## src/verilog/cpu_pkg.sv

```systemverilog
`default_nettype none

package cpu_pkg;

// ------------------------------------------------------------
// widths and types
// ------------------------------------------------------------
localparam int WORD_W = 32;
localparam int RIDX_W = 4;

typedef logic [WORD_W-1:0] word_t;	// data, address and instruction word
typedef logic [RIDX_W-1:0] reg_idx_t;	// register number
typedef logic [7:0] opcode_t;
typedef logic [15:0] imm_t;
typedef logic [3:0] sel_t;		// byte lane select

// ------------------------------------------------------------
// opcodes
// ------------------------------------------------------------
localparam opcode_t OP_ADD_RR = 8'h01;
localparam opcode_t OP_SUB_RR = 8'h02;
localparam opcode_t OP_AND_RR = 8'h03;
localparam opcode_t OP_OR_RR = 8'h04;
localparam opcode_t OP_EOR_RR = 8'h05;
localparam opcode_t OP_CMP_RR = 8'h06;	// subtract, flags only
localparam opcode_t OP_ADDI = 8'h07;
localparam opcode_t OP_LDI = 8'h08;
localparam opcode_t OP_LD = 8'h09;
localparam opcode_t OP_ST = 8'h0A;
localparam opcode_t OP_NOP = 8'hEA;

// relative branches, 6502 style encodings where they exist
localparam opcode_t OP_BPL = 8'h10;
localparam opcode_t OP_BMI = 8'h30;
localparam opcode_t OP_BVC = 8'h50;
localparam opcode_t OP_BVS = 8'h70;
localparam opcode_t OP_BRA = 8'h80;
localparam opcode_t OP_BRL = 8'h82;
localparam opcode_t OP_BCC = 8'h90;
localparam opcode_t OP_BCS = 8'hB0;
localparam opcode_t OP_BNE = 8'hD0;
localparam opcode_t OP_BEQ = 8'hF0;
localparam opcode_t OP_BHI = 8'h13;
localparam opcode_t OP_BLS = 8'h33;
localparam opcode_t OP_ACBR = 8'h53;	// never taken
localparam opcode_t OP_BGE = 8'h93;
localparam opcode_t OP_BLT = 8'hB3;
localparam opcode_t OP_BGT = 8'hD3;
localparam opcode_t OP_BLE = 8'hF3;

localparam word_t RST_VECT = 32'hFFFFFFF0;	// holds the start address
localparam sel_t SEL_WORD = 4'hF;

typedef enum logic [2:0] {
	RESET1,
	IFETCH,
	DECODE,
	EXEC,
	LOAD,
	STORE,
	WRITEBACK
} cpu_state_t;

typedef enum logic [2:0] {
	ALU_ADD,
	ALU_SUB,
	ALU_AND,
	ALU_OR,
	ALU_EOR,
	ALU_PASS
} alu_op_t;

endpackage

`default_nettype wire
```

## src/verilog/cpu_top.sv

```systemverilog
`default_nettype none

module cpu_top import cpu_pkg::*; (
	input wire logic clk,
	input wire logic rst_i,
	output logic cyc_o,
	output logic stb_o,
	output logic we_o,
	output sel_t sel_o,
	output word_t adr_o,
	output word_t dat_o,
	input wire logic ack_i,
	input wire word_t dat_i
);

// ------------------------------------------------------------
// internal links
// ------------------------------------------------------------
logic req, wr, done;
word_t req_adr, req_wdat, rdat;
reg_idx_t ra, rb, rt;
logic rf_we;
word_t rf_wd, rda, rdb;
alu_op_t alu_op;
word_t alu_a, alu_b, alu_res;
logic alu_c, alu_v, alu_z, alu_n;
logic flag_upd, arith, take_branch;
opcode_t opcode;

cpu_control u_ctrl (
	.clk(clk), .rst_i(rst_i), .done_i(done), .rdat_i(rdat),
	.rda_i(rda), .rdb_i(rdb), .alu_res_i(alu_res), .take_branch_i(take_branch),
	.req_o(req), .wr_o(wr), .adr_o(req_adr), .wdat_o(req_wdat),
	.ra_o(ra), .rb_o(rb), .rt_o(rt), .rf_we_o(rf_we), .rf_wd_o(rf_wd),
	.alu_op_o(alu_op), .a_o(alu_a), .b_o(alu_b),
	.flag_upd_o(flag_upd), .arith_o(arith), .opcode_o(opcode)
);

reg_file u_rf (
	.clk(clk), .rst_i(rst_i), .ra_i(ra), .rb_i(rb), .rt_i(rt),
	.we_i(rf_we), .wd_i(rf_wd), .rda_o(rda), .rdb_o(rdb)
);

alu u_alu (
	.op_i(alu_op), .a_i(alu_a), .b_i(alu_b), .res_o(alu_res),
	.c_o(alu_c), .v_o(alu_v), .z_o(alu_z), .n_o(alu_n)
);

status_flags u_flags (
	.clk(clk), .rst_i(rst_i), .upd_i(flag_upd), .arith_i(arith),
	.c_i(alu_c), .v_i(alu_v), .z_i(alu_z), .n_i(alu_n),
	.opcode_i(opcode), .take_branch_o(take_branch)
);

bus_master u_bus (
	.clk(clk), .rst_i(rst_i), .req_i(req), .wr_i(wr), .adr_i(req_adr),
	.wdat_i(req_wdat), .done_o(done), .rdat_o(rdat),
	.cyc_o(cyc_o), .stb_o(stb_o), .we_o(we_o), .sel_o(sel_o),
	.adr_o(adr_o), .dat_o(dat_o), .ack_i(ack_i), .dat_i(dat_i)
);

endmodule

`default_nettype wire

```

## src/verilog/cpu_control.sv

```systemverilog
`default_nettype none

module cpu_control import cpu_pkg::*; (
	input wire logic clk,
	input wire logic rst_i,
	input wire logic done_i,
	input wire word_t rdat_i,
	input wire word_t rda_i,
	input wire word_t rdb_i,
	input wire word_t alu_res_i,
	input wire logic take_branch_i,
	output logic req_o,
	output logic wr_o,
	output word_t adr_o,
	output word_t wdat_o,
	output reg_idx_t ra_o,
	output reg_idx_t rb_o,
	output reg_idx_t rt_o,
	output logic rf_we_o,
	output word_t rf_wd_o,
	output alu_op_t alu_op_o,
	output word_t a_o,
	output word_t b_o,
	output logic flag_upd_o,
	output logic arith_o,
	output opcode_t opcode_o
);

cpu_state_t state;
word_t pc;
word_t ir;
word_t ea;		// effective address for load and store
word_t st_dat;
word_t res;
word_t a_r;
word_t b_r;
word_t imm_sx;
imm_t imm;
opcode_t op;
alu_op_t alu_op;
logic bus_busy;		// request issued, waiting for done
logic use_imm;
logic is_ld;
logic is_st;
logic upd_fl;
logic is_arith;
logic wb_en;

// ------------------------------------------------------------
// instruction fields
// ------------------------------------------------------------
assign op = ir[7:0];
assign imm = ir[31:16];
assign imm_sx = {{16{imm[15]}}, imm};
assign use_imm = (op == OP_ADDI) || (op == OP_LDI);

assign ra_o = ir[15:12];
assign rb_o = (op == OP_ST) ? ir[11:8] : ir[19:16];	// store data comes from Rt
assign rt_o = ir[11:8];
assign opcode_o = op;

// bus requests
assign req_o = !bus_busy && (state == RESET1 || state == IFETCH
	|| state == LOAD || state == STORE);
assign wr_o = (state == STORE);
assign wdat_o = st_dat;

always_comb begin
	case (state)
	RESET1: adr_o = RST_VECT;
	IFETCH: adr_o = pc;
	default: adr_o = ea;
	endcase
end

assign alu_op_o = alu_op;
assign a_o = a_r;
assign b_o = b_r;
assign flag_upd_o = (state == EXEC) && upd_fl;
assign arith_o = is_arith;
assign rf_we_o = (state == WRITEBACK) && wb_en;
assign rf_wd_o = res;

// ------------------------------------------------------------
// sequencing
// ------------------------------------------------------------
always_ff @(posedge clk) begin
	if (rst_i) begin
		state <= RESET1;
		bus_busy <= 1'b0;
		pc <= '0;
		ir <= {24'h0, OP_NOP};
		alu_op <= ALU_PASS;
		is_ld <= 1'b0;
		is_st <= 1'b0;
		upd_fl <= 1'b0;
		is_arith <= 1'b0;
		wb_en <= 1'b0;
	end
	else begin
		if (req_o)
			bus_busy <= 1'b1;
		if (done_i)
			bus_busy <= 1'b0;
		case (state)
		RESET1: if (done_i) begin
			pc <= rdat_i;	// reset vector
			state <= IFETCH;
		end
		IFETCH: if (done_i) begin
			ir <= rdat_i;
			state <= DECODE;
		end
		DECODE: begin
			alu_op <= ALU_PASS;
			is_ld <= 1'b0;
			is_st <= 1'b0;
			upd_fl <= 1'b0;
			is_arith <= 1'b0;
			wb_en <= 1'b0;
			case (op)
			OP_ADD_RR, OP_ADDI: begin
				alu_op <= ALU_ADD;
				upd_fl <= 1'b1;
				is_arith <= 1'b1;
				wb_en <= 1'b1;
			end
			OP_SUB_RR, OP_CMP_RR: begin
				alu_op <= ALU_SUB;
				upd_fl <= 1'b1;
				is_arith <= 1'b1;
				wb_en <= (op == OP_SUB_RR);	// compare only sets flags
			end
			OP_AND_RR: begin
				alu_op <= ALU_AND;
				upd_fl <= 1'b1;
				wb_en <= 1'b1;
			end
			OP_OR_RR: begin
				alu_op <= ALU_OR;
				upd_fl <= 1'b1;
				wb_en <= 1'b1;
			end
			OP_EOR_RR: begin
				alu_op <= ALU_EOR;
				upd_fl <= 1'b1;
				wb_en <= 1'b1;
			end
			OP_LDI: wb_en <= 1'b1;
			OP_LD: begin
				is_ld <= 1'b1;
				wb_en <= 1'b1;
			end
			OP_ST: is_st <= 1'b1;
			default: ;	// branches and unknown opcodes
			endcase
			state <= EXEC;
		end
		EXEC: begin
			if (is_ld)
				state <= LOAD;
			else if (is_st)
				state <= STORE;
			else
				state <= WRITEBACK;
		end
		LOAD, STORE: if (done_i)
			state <= WRITEBACK;
		WRITEBACK: begin
			if (take_branch_i)
				pc <= pc + 32'd4 + imm_sx;
			else
				pc <= pc + 32'd4;
			state <= IFETCH;
		end
		default: state <= RESET1;
		endcase
	end
end

// operand, address and result registers
always_ff @(posedge clk) begin
	case (state)
	DECODE: begin
		a_r <= rda_i;
		b_r <= use_imm ? imm_sx : rdb_i;
		ea <= rda_i + imm_sx;
		st_dat <= rdb_i;
	end
	EXEC: res <= alu_res_i;
	LOAD: if (done_i) res <= rdat_i;
	default: ;
	endcase
end

endmodule

`default_nettype wire

```

## src/verilog/bus_master.sv

```systemverilog
`default_nettype none

module bus_master import cpu_pkg::*; (
	input wire logic clk,
	input wire logic rst_i,
	// request side, single-cycle strobes
	input wire logic req_i,
	input wire logic wr_i,
	input wire word_t adr_i,
	input wire word_t wdat_i,
	output logic done_o,
	output word_t rdat_o,
	// classic single-transfer bus
	output logic cyc_o,
	output logic stb_o,
	output logic we_o,
	output sel_t sel_o,
	output word_t adr_o,
	output word_t dat_o,
	input wire logic ack_i,
	input wire word_t dat_i
);

// ------------------------------------------------------------
// cycle control
// ------------------------------------------------------------
always_ff @(posedge clk) begin
	if (rst_i) begin
		cyc_o <= 1'b0;
		stb_o <= 1'b0;
		we_o <= 1'b0;
		sel_o <= '0;
		done_o <= 1'b0;
	end
	else begin
		done_o <= 1'b0;
		if (cyc_o) begin
			if (ack_i) begin	// end of transfer
				cyc_o <= 1'b0;
				stb_o <= 1'b0;
				we_o <= 1'b0;
				sel_o <= '0;
				done_o <= 1'b1;
			end
		end
		else if (req_i) begin
			cyc_o <= 1'b1;
			stb_o <= 1'b1;
			we_o <= wr_i;
			sel_o <= SEL_WORD;	// word transfers only
		end
	end
end

// address, write data and read data
always_ff @(posedge clk) begin
	if (!cyc_o && req_i) begin
		adr_o <= adr_i;
		dat_o <= wdat_i;
	end
	if (cyc_o && ack_i)
		rdat_o <= dat_i;
end

endmodule

`default_nettype wire

```

## src/verilog/status_flags.sv

```systemverilog
`default_nettype none

module status_flags import cpu_pkg::*; (
	input wire logic clk,
	input wire logic rst_i,
	input wire logic upd_i,
	input wire logic arith_i,
	input wire logic c_i,
	input wire logic v_i,
	input wire logic z_i,
	input wire logic n_i,
	input wire opcode_t opcode_i,
	output logic take_branch_o
);

logic nf, vf, zf, cf;

always_ff @(posedge clk) begin
	if (rst_i) begin
		nf <= 1'b0;
		vf <= 1'b0;
		zf <= 1'b0;
		cf <= 1'b0;
	end
	else if (upd_i) begin
		nf <= n_i;
		zf <= z_i;
		if (arith_i) begin	// logic ops keep c and v
			cf <= c_i;
			vf <= v_i;
		end
	end
end

// branch condition table
always_comb begin
	case (opcode_i)
	OP_ACBR: take_branch_o = 1'b0;
	OP_BEQ: take_branch_o = zf;
	OP_BNE: take_branch_o = !zf;
	OP_BPL: take_branch_o = !nf;
	OP_BMI: take_branch_o = nf;
	OP_BCS: take_branch_o = cf;
	OP_BCC: take_branch_o = !cf;
	OP_BVS: take_branch_o = vf;
	OP_BVC: take_branch_o = !vf;
	OP_BRA, OP_BRL: take_branch_o = 1'b1;
	OP_BHI: take_branch_o = cf & !zf;
	OP_BLS: take_branch_o = !cf | zf;
	OP_BGE: take_branch_o = (nf == vf);
	OP_BLT: take_branch_o = (nf != vf);
	OP_BGT: take_branch_o = (nf == vf) & !zf;
	OP_BLE: take_branch_o = zf | (nf != vf);
	default: take_branch_o = 1'b0;	// not a branch
	endcase
end

endmodule

`default_nettype wire

```

## src/verilog/alu.sv

```systemverilog
`default_nettype none

module alu import cpu_pkg::*; (
	input wire alu_op_t op_i,
	input wire word_t a_i,
	input wire word_t b_i,
	output word_t res_o,
	output logic c_o,
	output logic v_o,
	output logic z_o,
	output logic n_o
);

logic [WORD_W:0] sum;		// carry out in the top bit
logic [WORD_W:0] diff;		// top bit set means no borrow
logic is_sub;
logic ovf;

assign sum = {1'b0, a_i} + {1'b0, b_i};
assign diff = {1'b0, a_i} + {1'b0, ~b_i} + 1'b1;
assign is_sub = (op_i == ALU_SUB);

// ------------------------------------------------------------
// result select
// ------------------------------------------------------------
always_comb begin
	res_o = b_i;
	c_o = 1'b0;
	case (op_i)
	ALU_ADD: begin
		res_o = sum[WORD_W-1:0];
		c_o = sum[WORD_W];
	end
	ALU_SUB: begin
		res_o = diff[WORD_W-1:0];
		c_o = diff[WORD_W];
	end
	ALU_AND: res_o = a_i & b_i;
	ALU_OR: res_o = a_i | b_i;
	ALU_EOR: res_o = a_i ^ b_i;
	ALU_PASS: res_o = b_i;	// load immediate
	default: res_o = b_i;
	endcase
end

// signed overflow from the sign bits only
// add overflows when both signs agree and the result differs,
// subtract when the signs differ and the result follows b
assign ovf = (a_i[WORD_W-1] ^ res_o[WORD_W-1])
	& ~(a_i[WORD_W-1] ^ b_i[WORD_W-1] ^ is_sub);

assign v_o = (op_i == ALU_ADD || op_i == ALU_SUB) ? ovf : 1'b0;
assign z_o = (res_o == '0);
assign n_o = res_o[WORD_W-1];

endmodule

`default_nettype wire

```

## src/verilog/reg_file.sv

```systemverilog
`default_nettype none

module reg_file import cpu_pkg::*; (
	input wire logic clk,
	input wire logic rst_i,
	input wire reg_idx_t ra_i,
	input wire reg_idx_t rb_i,
	input wire reg_idx_t rt_i,
	input wire logic we_i,
	input wire word_t wd_i,
	output word_t rda_o,
	output word_t rdb_o
);

// register 0 has no storage
word_t regs [1:15];

always_ff @(posedge clk) begin
	if (rst_i) begin
		for (int i = 1; i < 16; i++)
			regs[i] <= '0;
	end
	else if (we_i && rt_i != '0) begin
		regs[rt_i] <= wd_i;
	end
end

// two asynchronous read ports
assign rda_o = (ra_i == '0) ? '0 : regs[ra_i];
assign rdb_o = (rb_i == '0) ? '0 : regs[rb_i];

endmodule

`default_nettype wire

```

## config.mk

```make
export PLATFORM = sky130hd
export DESIGN_NAME = cpu_top
export DESIGN_NICKNAME = d
export VERILOG_FILES = /design/src/verilog/cpu_pkg.sv /design/src/verilog/cpu_top.sv /design/src/verilog/cpu_control.sv /design/src/verilog/bus_master.sv /design/src/verilog/status_flags.sv /design/src/verilog/alu.sv /design/src/verilog/reg_file.sv
export SDC_FILE = /design/constraint.sdc
export NUM_CORES = 2
export LEC_CHECK = 0
export BUFFER_PORTS_ARGS = -buffer_cell sky130_fd_sc_hd__buf_2
export CORE_ASPECT_RATIO = 1.4
export CORE_UTILIZATION = 40
export DETAILED_ROUTE_END_ITERATION = 16
export RECOVER_POWER = 100
export SLEW_MARGIN = 20
export SYNTH_ARGS = -nofsm -noshare
export SYNTH_HDL_FRONTEND = slang
export SYNTH_SLANG_ARGS = --single-unit
```

## constraint.sdc

```tcl
create_clock -name clk -period 10.09 [get_ports clk]
set_clock_uncertainty 0.15 [all_clocks]
set_input_delay 2.018 -clock clk [delete_from_list [all_inputs] [get_ports clk]]
set_output_delay 2.018 -clock clk [all_outputs]
set_load 0.005 [all_outputs]
```

# --- Word-level counts from Yosys, hierarchy flattened ---
# Memories as Yosys holds them, arrays and structs flattened. A register that Yosys moved wholly into a read port is not among the register bits.
# Cells that the tools add are included.
totals:
  ff_bits: 344
  ram_bits: 480
  input_bits: 35
  out_inout_bits: 71
  word_cells: 180
  memories: 1
op_classes:
  add_sub_neg: 6
  eq_ne: 43
  muxes: 47
  bitwise: 14
  n_reduce_logical: 42
mem_list:
  columns: ["memory", "words", "width", "read_ports", "rd_ports_with_merged_regs", "write_ports", "line_no", "rtl"]
  rows:
  - ["u_rf.regs", 15, 32, 2, 1, 15, "reg_file.sv:16", "word_t regs [1:15];"]
op_table:
  columns: ["cell", "n"]
  rows:
  - ["$mux 32", 6]
  - ["$pmux 32 s2", 3]
  - ["$pmux 32 s5", 1]
  - ["$eq 8x8->1 const B", 10]
  - ["$add 32x32->33", 2]
  - ["$add 32x32->32", 2]
  - ["$add 33x1->33 const B", 1]
  - ["$add 32x3->32 const B", 1]
  - ["$and 32x32->32", 1]
  - ["$eq 8x3->1 const B", 4]
  - ["$logic_not 32->1", 1]
  - ["$not 32->32", 1]
  - ["$or 32x32->32", 1]
  - ["$reduce_or 32->1", 1]
  - ["$xor 32x32->32", 1]
  - ["$mux 4", 7]
  - ["$eq 8x4->1 const B", 3]
  - ["$mux 1", 20]
  - ["$pmux 3 s6", 1]
  - ["$eq 8x2->1 const B", 2]
  - ["$eq 8x5->1 const B", 2]
  - ["$eq 8x6->1 const B", 2]
  - ["$eq 8x7->1 const B", 2]
  - ["$pmux 1 s15", 1]
  - ["28 further kinds", 76]

# --- Depth between registers and ports, before layout ---
depth:
  ltp_word: 8
  ltp_mapped: 21
  depth_no_buf: 19

# --- Hierarchy ---
# Synthesis repeated with hierarchy kept, for this count alone.
unflattened:
  hier_cells: 4262
  area_unflattened_um2: 48287.6
by_module_without_submodules:
  columns: ["module", "n_inst", "cells_each", "area_each_um2", "seq_area_each_um2"]
  rows:
  - ["reg_file", 1, 1777, 25573.3, 14443.9]
  - ["cpu_control", 1, 1393, 13329.0, 6326.1]
  - ["alu", 1, 935, 5972.0, 0.0]
  - ["bus_master", 1, 116, 3070.4, 2962.8]
  - ["status_flags", 1, 41, 342.8, 80.1]

# --- Worst setup path before layout ---
# OpenSTA, ideal clock, no wires.
synth_path:
  path_kind: "flip-flop to flip-flop"
  startpoint: "register u_ctrl.state[1]"
  endpoint: "register u_bus.we_o"
  setup_ps: 96
  t_arrival_ps: 5599
  t_required_ps: 9844
  path_slack_ps: 4245
  path_stages_with_launch: 5
  n_path_buf: 1
  synth_period_minus_slack_ps: 5845
  cell_sequence: "dfxtp_1 clkbuf_1 nor3_1 nand4b_1 a211oi_1"
synth_via:
  elab_chain_cells: 7
  elab_cells_between_ends: 12
  cone_classes: "eq/ne (3); mux (2); reduce/logical (7)"
synth_rtl:
  columns: ["element", "line_no", "rtl"]
  rows:
  - ["start, declared", "cpu_control.sv:29", "cpu_state_t state;"]
  - ["start signal, assigned", "cpu_control.sv:89", "state <= RESET1;"]
  - ["start signal, assigned", "cpu_control.sv:108", "state <= IFETCH;"]
  - ["start signal, assigned", "cpu_control.sv:112", "state <= DECODE;"]
  - ["$eq 3x1->1 or $logic_not 3->1 (tied branches)", "cpu_control.sv:63", "assign req_o = !bus_busy && (state == RESET1 || state == IFETCH"]
  - ["$logic_or 1x1->1", "cpu_control.sv:63", null]
  - ["$logic_or 1x1->1 (2 in series)", "cpu_control.sv:64", "|| state == LOAD || state == STORE);"]
  - ["$logic_and 1x1->1", "cpu_control.sv:63", null]
  - ["$reduce_bool 2->1 (no line)", null, null]
  - ["$reduce_and 2->1 (no line)", null, null]
  - ["end signal, assigned", "bus_master.sv:49", "we_o <= wr_i;"]
  - ["end, declared", "bus_master.sv:16", "output logic we_o,"]
# Parallel ways exist; a longest one is shown, timed or not. The select of a mux whose other input is x is not followed.
# A chain may end at the register's enable or synchronous reset.

==> results.md <==
- Top post-synthesis cells by area: sky130_fd_sc_hd__edfxtp_1 (46%), sky130_fd_sc_hd__mux4_2 (7.2%), sky130_fd_sc_hd__and2_1 (6.1%)
- Total number of nets in the final design: 4915
- Violations in the final reports: capacitance limit, slew limit
- Count of distinct cell types in the synthesized netlist: 96
- Area of combinational cells with multiple inputs: 23100 um^2
- Wire length of the first global-routing pass: 252000 um
- DR WL met3: approximately 13000 um
- Unrepaired setup endpoints after global routing: no
- Number of antenna violations at the first check in global routing: 3
- Data arrival time of the critical path: roughly 8600 ps
- Internal Pwr Total: 5.89 mW
- GRT Total Usage: about 28%
- Drt wl/cell: about 27 um
- Minimum clock period after layout: ~8400 ps
- Final hold viol count: 0
- Gp weighted congestion: a little over 1
- Setup crit end kind: register
- Detail Route met2 WL: 86700 um
- CTS tree: yes
- Number of enable flip-flop cells after synthesis: around 770
- Library cell used as clock root buffer: sky130_fd_sc_hd__clkbuf_16
- Cell type with the highest aggregate area in the netlist: sky130_fd_sc_hd__edfxtp_1
- Number of fill cells in the layout: between 10000 and 15000
- Critical path launch point type: input pin
- DR top layer: met4
- Via Count: approximately 38000
- Resized cells post-CTS: 0
- Top cell type's share of synthesized area: 46.5%
- Startpoint-to-endpoint class of the critical path: in -> reg
- Final cycle utilization of the critical path: 83.4%
- HPWL after detailed placement: roughly 110000 um
- Number of vias per cell: approximately 6.0
- Port Buf Inserts: about 110
- Clock network fraction of design power: a little over two fifths
- Most used cells in the layout excluding fill and tap cells: sky130_fd_sc_hd__edfxtp_1 (768), sky130_fd_sc_hd__nand2_1 (729), sky130_fd_sc_hd__a21oi_1 (272), sky130_fd_sc_hd__and2_1 (268), sky130_fd_sc_hd__nor2_1 (235)
- Starting density of the core: 40.4%
- Slowest library cell on the worst path: sky130_fd_sc_hd__clkbuf_1
- Largest fanout on the critical path: 46
- Worst slew pin tran: approximately 4800 ps
- Maximum capacitance violations: 42
- Portion of the post-synthesis area used by sequential elements: between 50% and 60%
- Total negative slack: 0 ps
- Final global-route overflow total: 0
- First DRT Iteration DRCs: about 4000
- Synth-to-Final Area Change: 9.56%
- Number of setup violations in the final report: 0
- Switching pwr: about 1.7 mW
- I/O pin total: 106
- Pin count of the biggest net entering global routing: around 150
- Vias in the first global route: 37300
- Post-synthesis cell count: between 4000 and 5000
- Combinational Power Share: around 3.6%
- Remaining design rule violation count: 0
- Number of iterations in the first detailed-routing pass: 6
- Average cell area after synthesis: roughly 10 um^2
- # rows: roughly 150
- Total power divided by cell area: roughly 140 nW/um^2
- Delay of the slowest critical-path stage: between 1500 and 2000 ps
- Crit path required time: about 10000 ps
- Total area of sequential cells: 24800 um^2
- Slew HR: -219%
- Count of H-tree levels built during CTS: 3
- Clock slew seen by the registers of the worst setup and hold paths: 60 ps
- Worst path cell trace: clkbuf_1 > nor3b_1 > nand3b_1 > nor2_4 > clkbuf_1 > or2_0 > clkbuf_1
- Count of hold buffers inserted by post-cts repair: 0
- Number of synthesized register bits: between 800 and 900
- Fraction of layout instances using a drive strength above 1: about a tenth
- Die span in y: between 400 and 500 um
- Most repeated library cell on the critical path: sky130_fd_sc_hd__clkbuf_1
- Part of the total power dissipated in sequential elements: between 50 and 60%
- Max frequency: approximately 0.12 GHz
- Number of buffers added by the clock tree synthesis step: 85
- Post-synthesis async set-or-reset flop share: 0%
- Core Region: ~120000 um^2
- Outcome: finished, violations left
- Switching share of total power: 22.5%
- Worst VDD drop: about 0.15 mV
- Wirelength, routed: ~180000 um
- Clk Latency, worst-skew pair: about 700 ps
- Worst hold-check path type: reg -> reg
- Leading cell type in the layout, fill and taps excluded: sky130_fd_sc_hd__edfxtp_1
- Hold Slack: 268 ps
- Max-slew violations: 1514
- Buffer depth of the longest clock path: 3
- Clock sink count: between 800 and 900
- Post-Syn Area: ~50000 um^2
- Width of the die: between 200 and 300 um
- Count of antenna-violating nets left after detailed routing: 0
- Wire length on met1: approximately 62000 um
- Area of the die: about 130000 um^2
- Post-CTS setup buffer count: 0
- Commonest register cell after synthesis: sky130_fd_sc_hd__edfxtp_1
- Total number of yosys warnings: 0
- Total leakage power: 19.5 nW
[per-stage QoR]
step	setup slack [ps]	utilization (%)	cells	instance area [um^2]	power [mW]
after global placement	3660	42.1	6239	51800	4.35
final	1670	44.2	6400	54300	7.60
after global routing	1710	44.2	6397	54300	7.78
after detailed placement	3630	42.1	6239	51800	4.36
after CTS	3600	44.4	6397	54600	7.63
after floorplan	4240	-	4791	49700	4.22
[per-layer routing]
metal / vias up / global-route usage [%]
met5: - / 0
met4: 0 / 17.9
met3: 572 / 4.02
met2: 1937 / 48.0
met1: 18900 / 31.8
li1: 17000 / -
[cells in the mapped netlist (23+ instances only)]
master / number
sky130_fd_sc_hd__ha_1: 167
sky130_fd_sc_hd__a31oi_1: 56
sky130_fd_sc_hd__o22ai_1: 27
sky130_fd_sc_hd__buf_2: 39
sky130_fd_sc_hd__and2_1: 486
sky130_fd_sc_hd__nand2_1: 729
sky130_fd_sc_hd__xnor2_1: 80
sky130_fd_sc_hd__mux2_2: 23
sky130_fd_sc_hd__mux4_2: 159
sky130_fd_sc_hd__nor2_1: 252
sky130_fd_sc_hd__nor3_1: 54
sky130_fd_sc_hd__mux2i_1: 25
sky130_fd_sc_hd__a21o_1: 39
sky130_fd_sc_hd__nor2b_1: 62
sky130_fd_sc_hd__inv_1: 163
sky130_fd_sc_hd__a211oi_1: 71
sky130_fd_sc_hd__buf_1: 26
sky130_fd_sc_hd__or2_2: 29
sky130_fd_sc_hd__and3_1: 52
sky130_fd_sc_hd__edfxtp_1: 768
sky130_fd_sc_hd__nand2b_1: 25
sky130_fd_sc_hd__clkbuf_1: 280
sky130_fd_sc_hd__o211ai_1: 24
sky130_fd_sc_hd__o21ai_0: 220
sky130_fd_sc_hd__dfxtp_1: 88
sky130_fd_sc_hd__a311oi_1: 39
sky130_fd_sc_hd__nand3_1: 202
sky130_fd_sc_hd__a21oi_1: 271
[power groups by stage]
stage / clock [mW] / sequential (mW) / combinational [mW]
global route: 3.47 / 4.02 / 0.290
floorplan: 0 / 4.05 / 0.164
global placement: 0 / 4.08 / 0.271
CTS: 3.35 / 4.01 / 0.276
detailed placement: 0 / 4.08 / 0.274
finish: 3.31 / 4.01 / 0.271
[area by class of cell]
class / count / area share (%)
clock buffers: 102 / 4.21
multi-input cells: 3420 / 42.4
flip-flops and latches: 856 / 45.7
repair buffers: 183 / 1.80
inverters: 163 / 1.13
well taps: 1617 / 3.72
diodes: 3 / 0.0138
clock inverters: 56 / 1.00
[worst max-delay path, delay by kind of cell]
kind | cells | cell delay (ps)
buffers and inverters | 3 | 3850
AND/OR/NAND/NOR | 4 | 2550
[kinds of logic after synthesis]
family	count (synthesis)	share of synthesized area (%)
AND/OR/NAND/NOR	1983	19.6
AO/OA/AOI/OAI	927	11.9
flip-flops	856	50.0
buffers and inverters	515	4.05
multiplexers	207	8.25
adder cells (fa/ha/maj)	171	4.37
XOR/XNOR	100	1.77
other	1	0.00756
[final timing paths]
kind,from,to,slack [ps],cells after the start
min,u_ctrl.wdat_o[10]$_DFFE_PP_,u_bus.dat_o[10]$_DFFE_PP_,270,0
max,rst_i,u_rf.regs[5][5]$_SDFFCE_PN0P_,1670,7
max reg2reg,u_ctrl.state[0]$_SDFFE_PP0P_,u_ctrl.wdat_o[30]$_DFFE_PP_,2270,5
min reg2reg,u_ctrl.wdat_o[10]$_DFFE_PP_,u_bus.dat_o[10]$_DFFE_PP_,270,0
[registers in the layout, indices dropped and copies added, names as in the netlist, 3 cells and up, named ones only]
signal           count
u_bus.dat_o         32
u_bus.rdat_o        32
u_ctrl.ir           32
u_bus.adr_o         32
u_ctrl.a_o          32
u_ctrl.wdat_o       32
u_ctrl.state         3
u_ctrl.alu_op_o      3
u_rf.regs          512
u_ctrl.b_o          32
u_ctrl.rf_wd_o      32
u_ctrl.ea           32
u_ctrl.pc           32
Power figures use the tool's default switching activity.
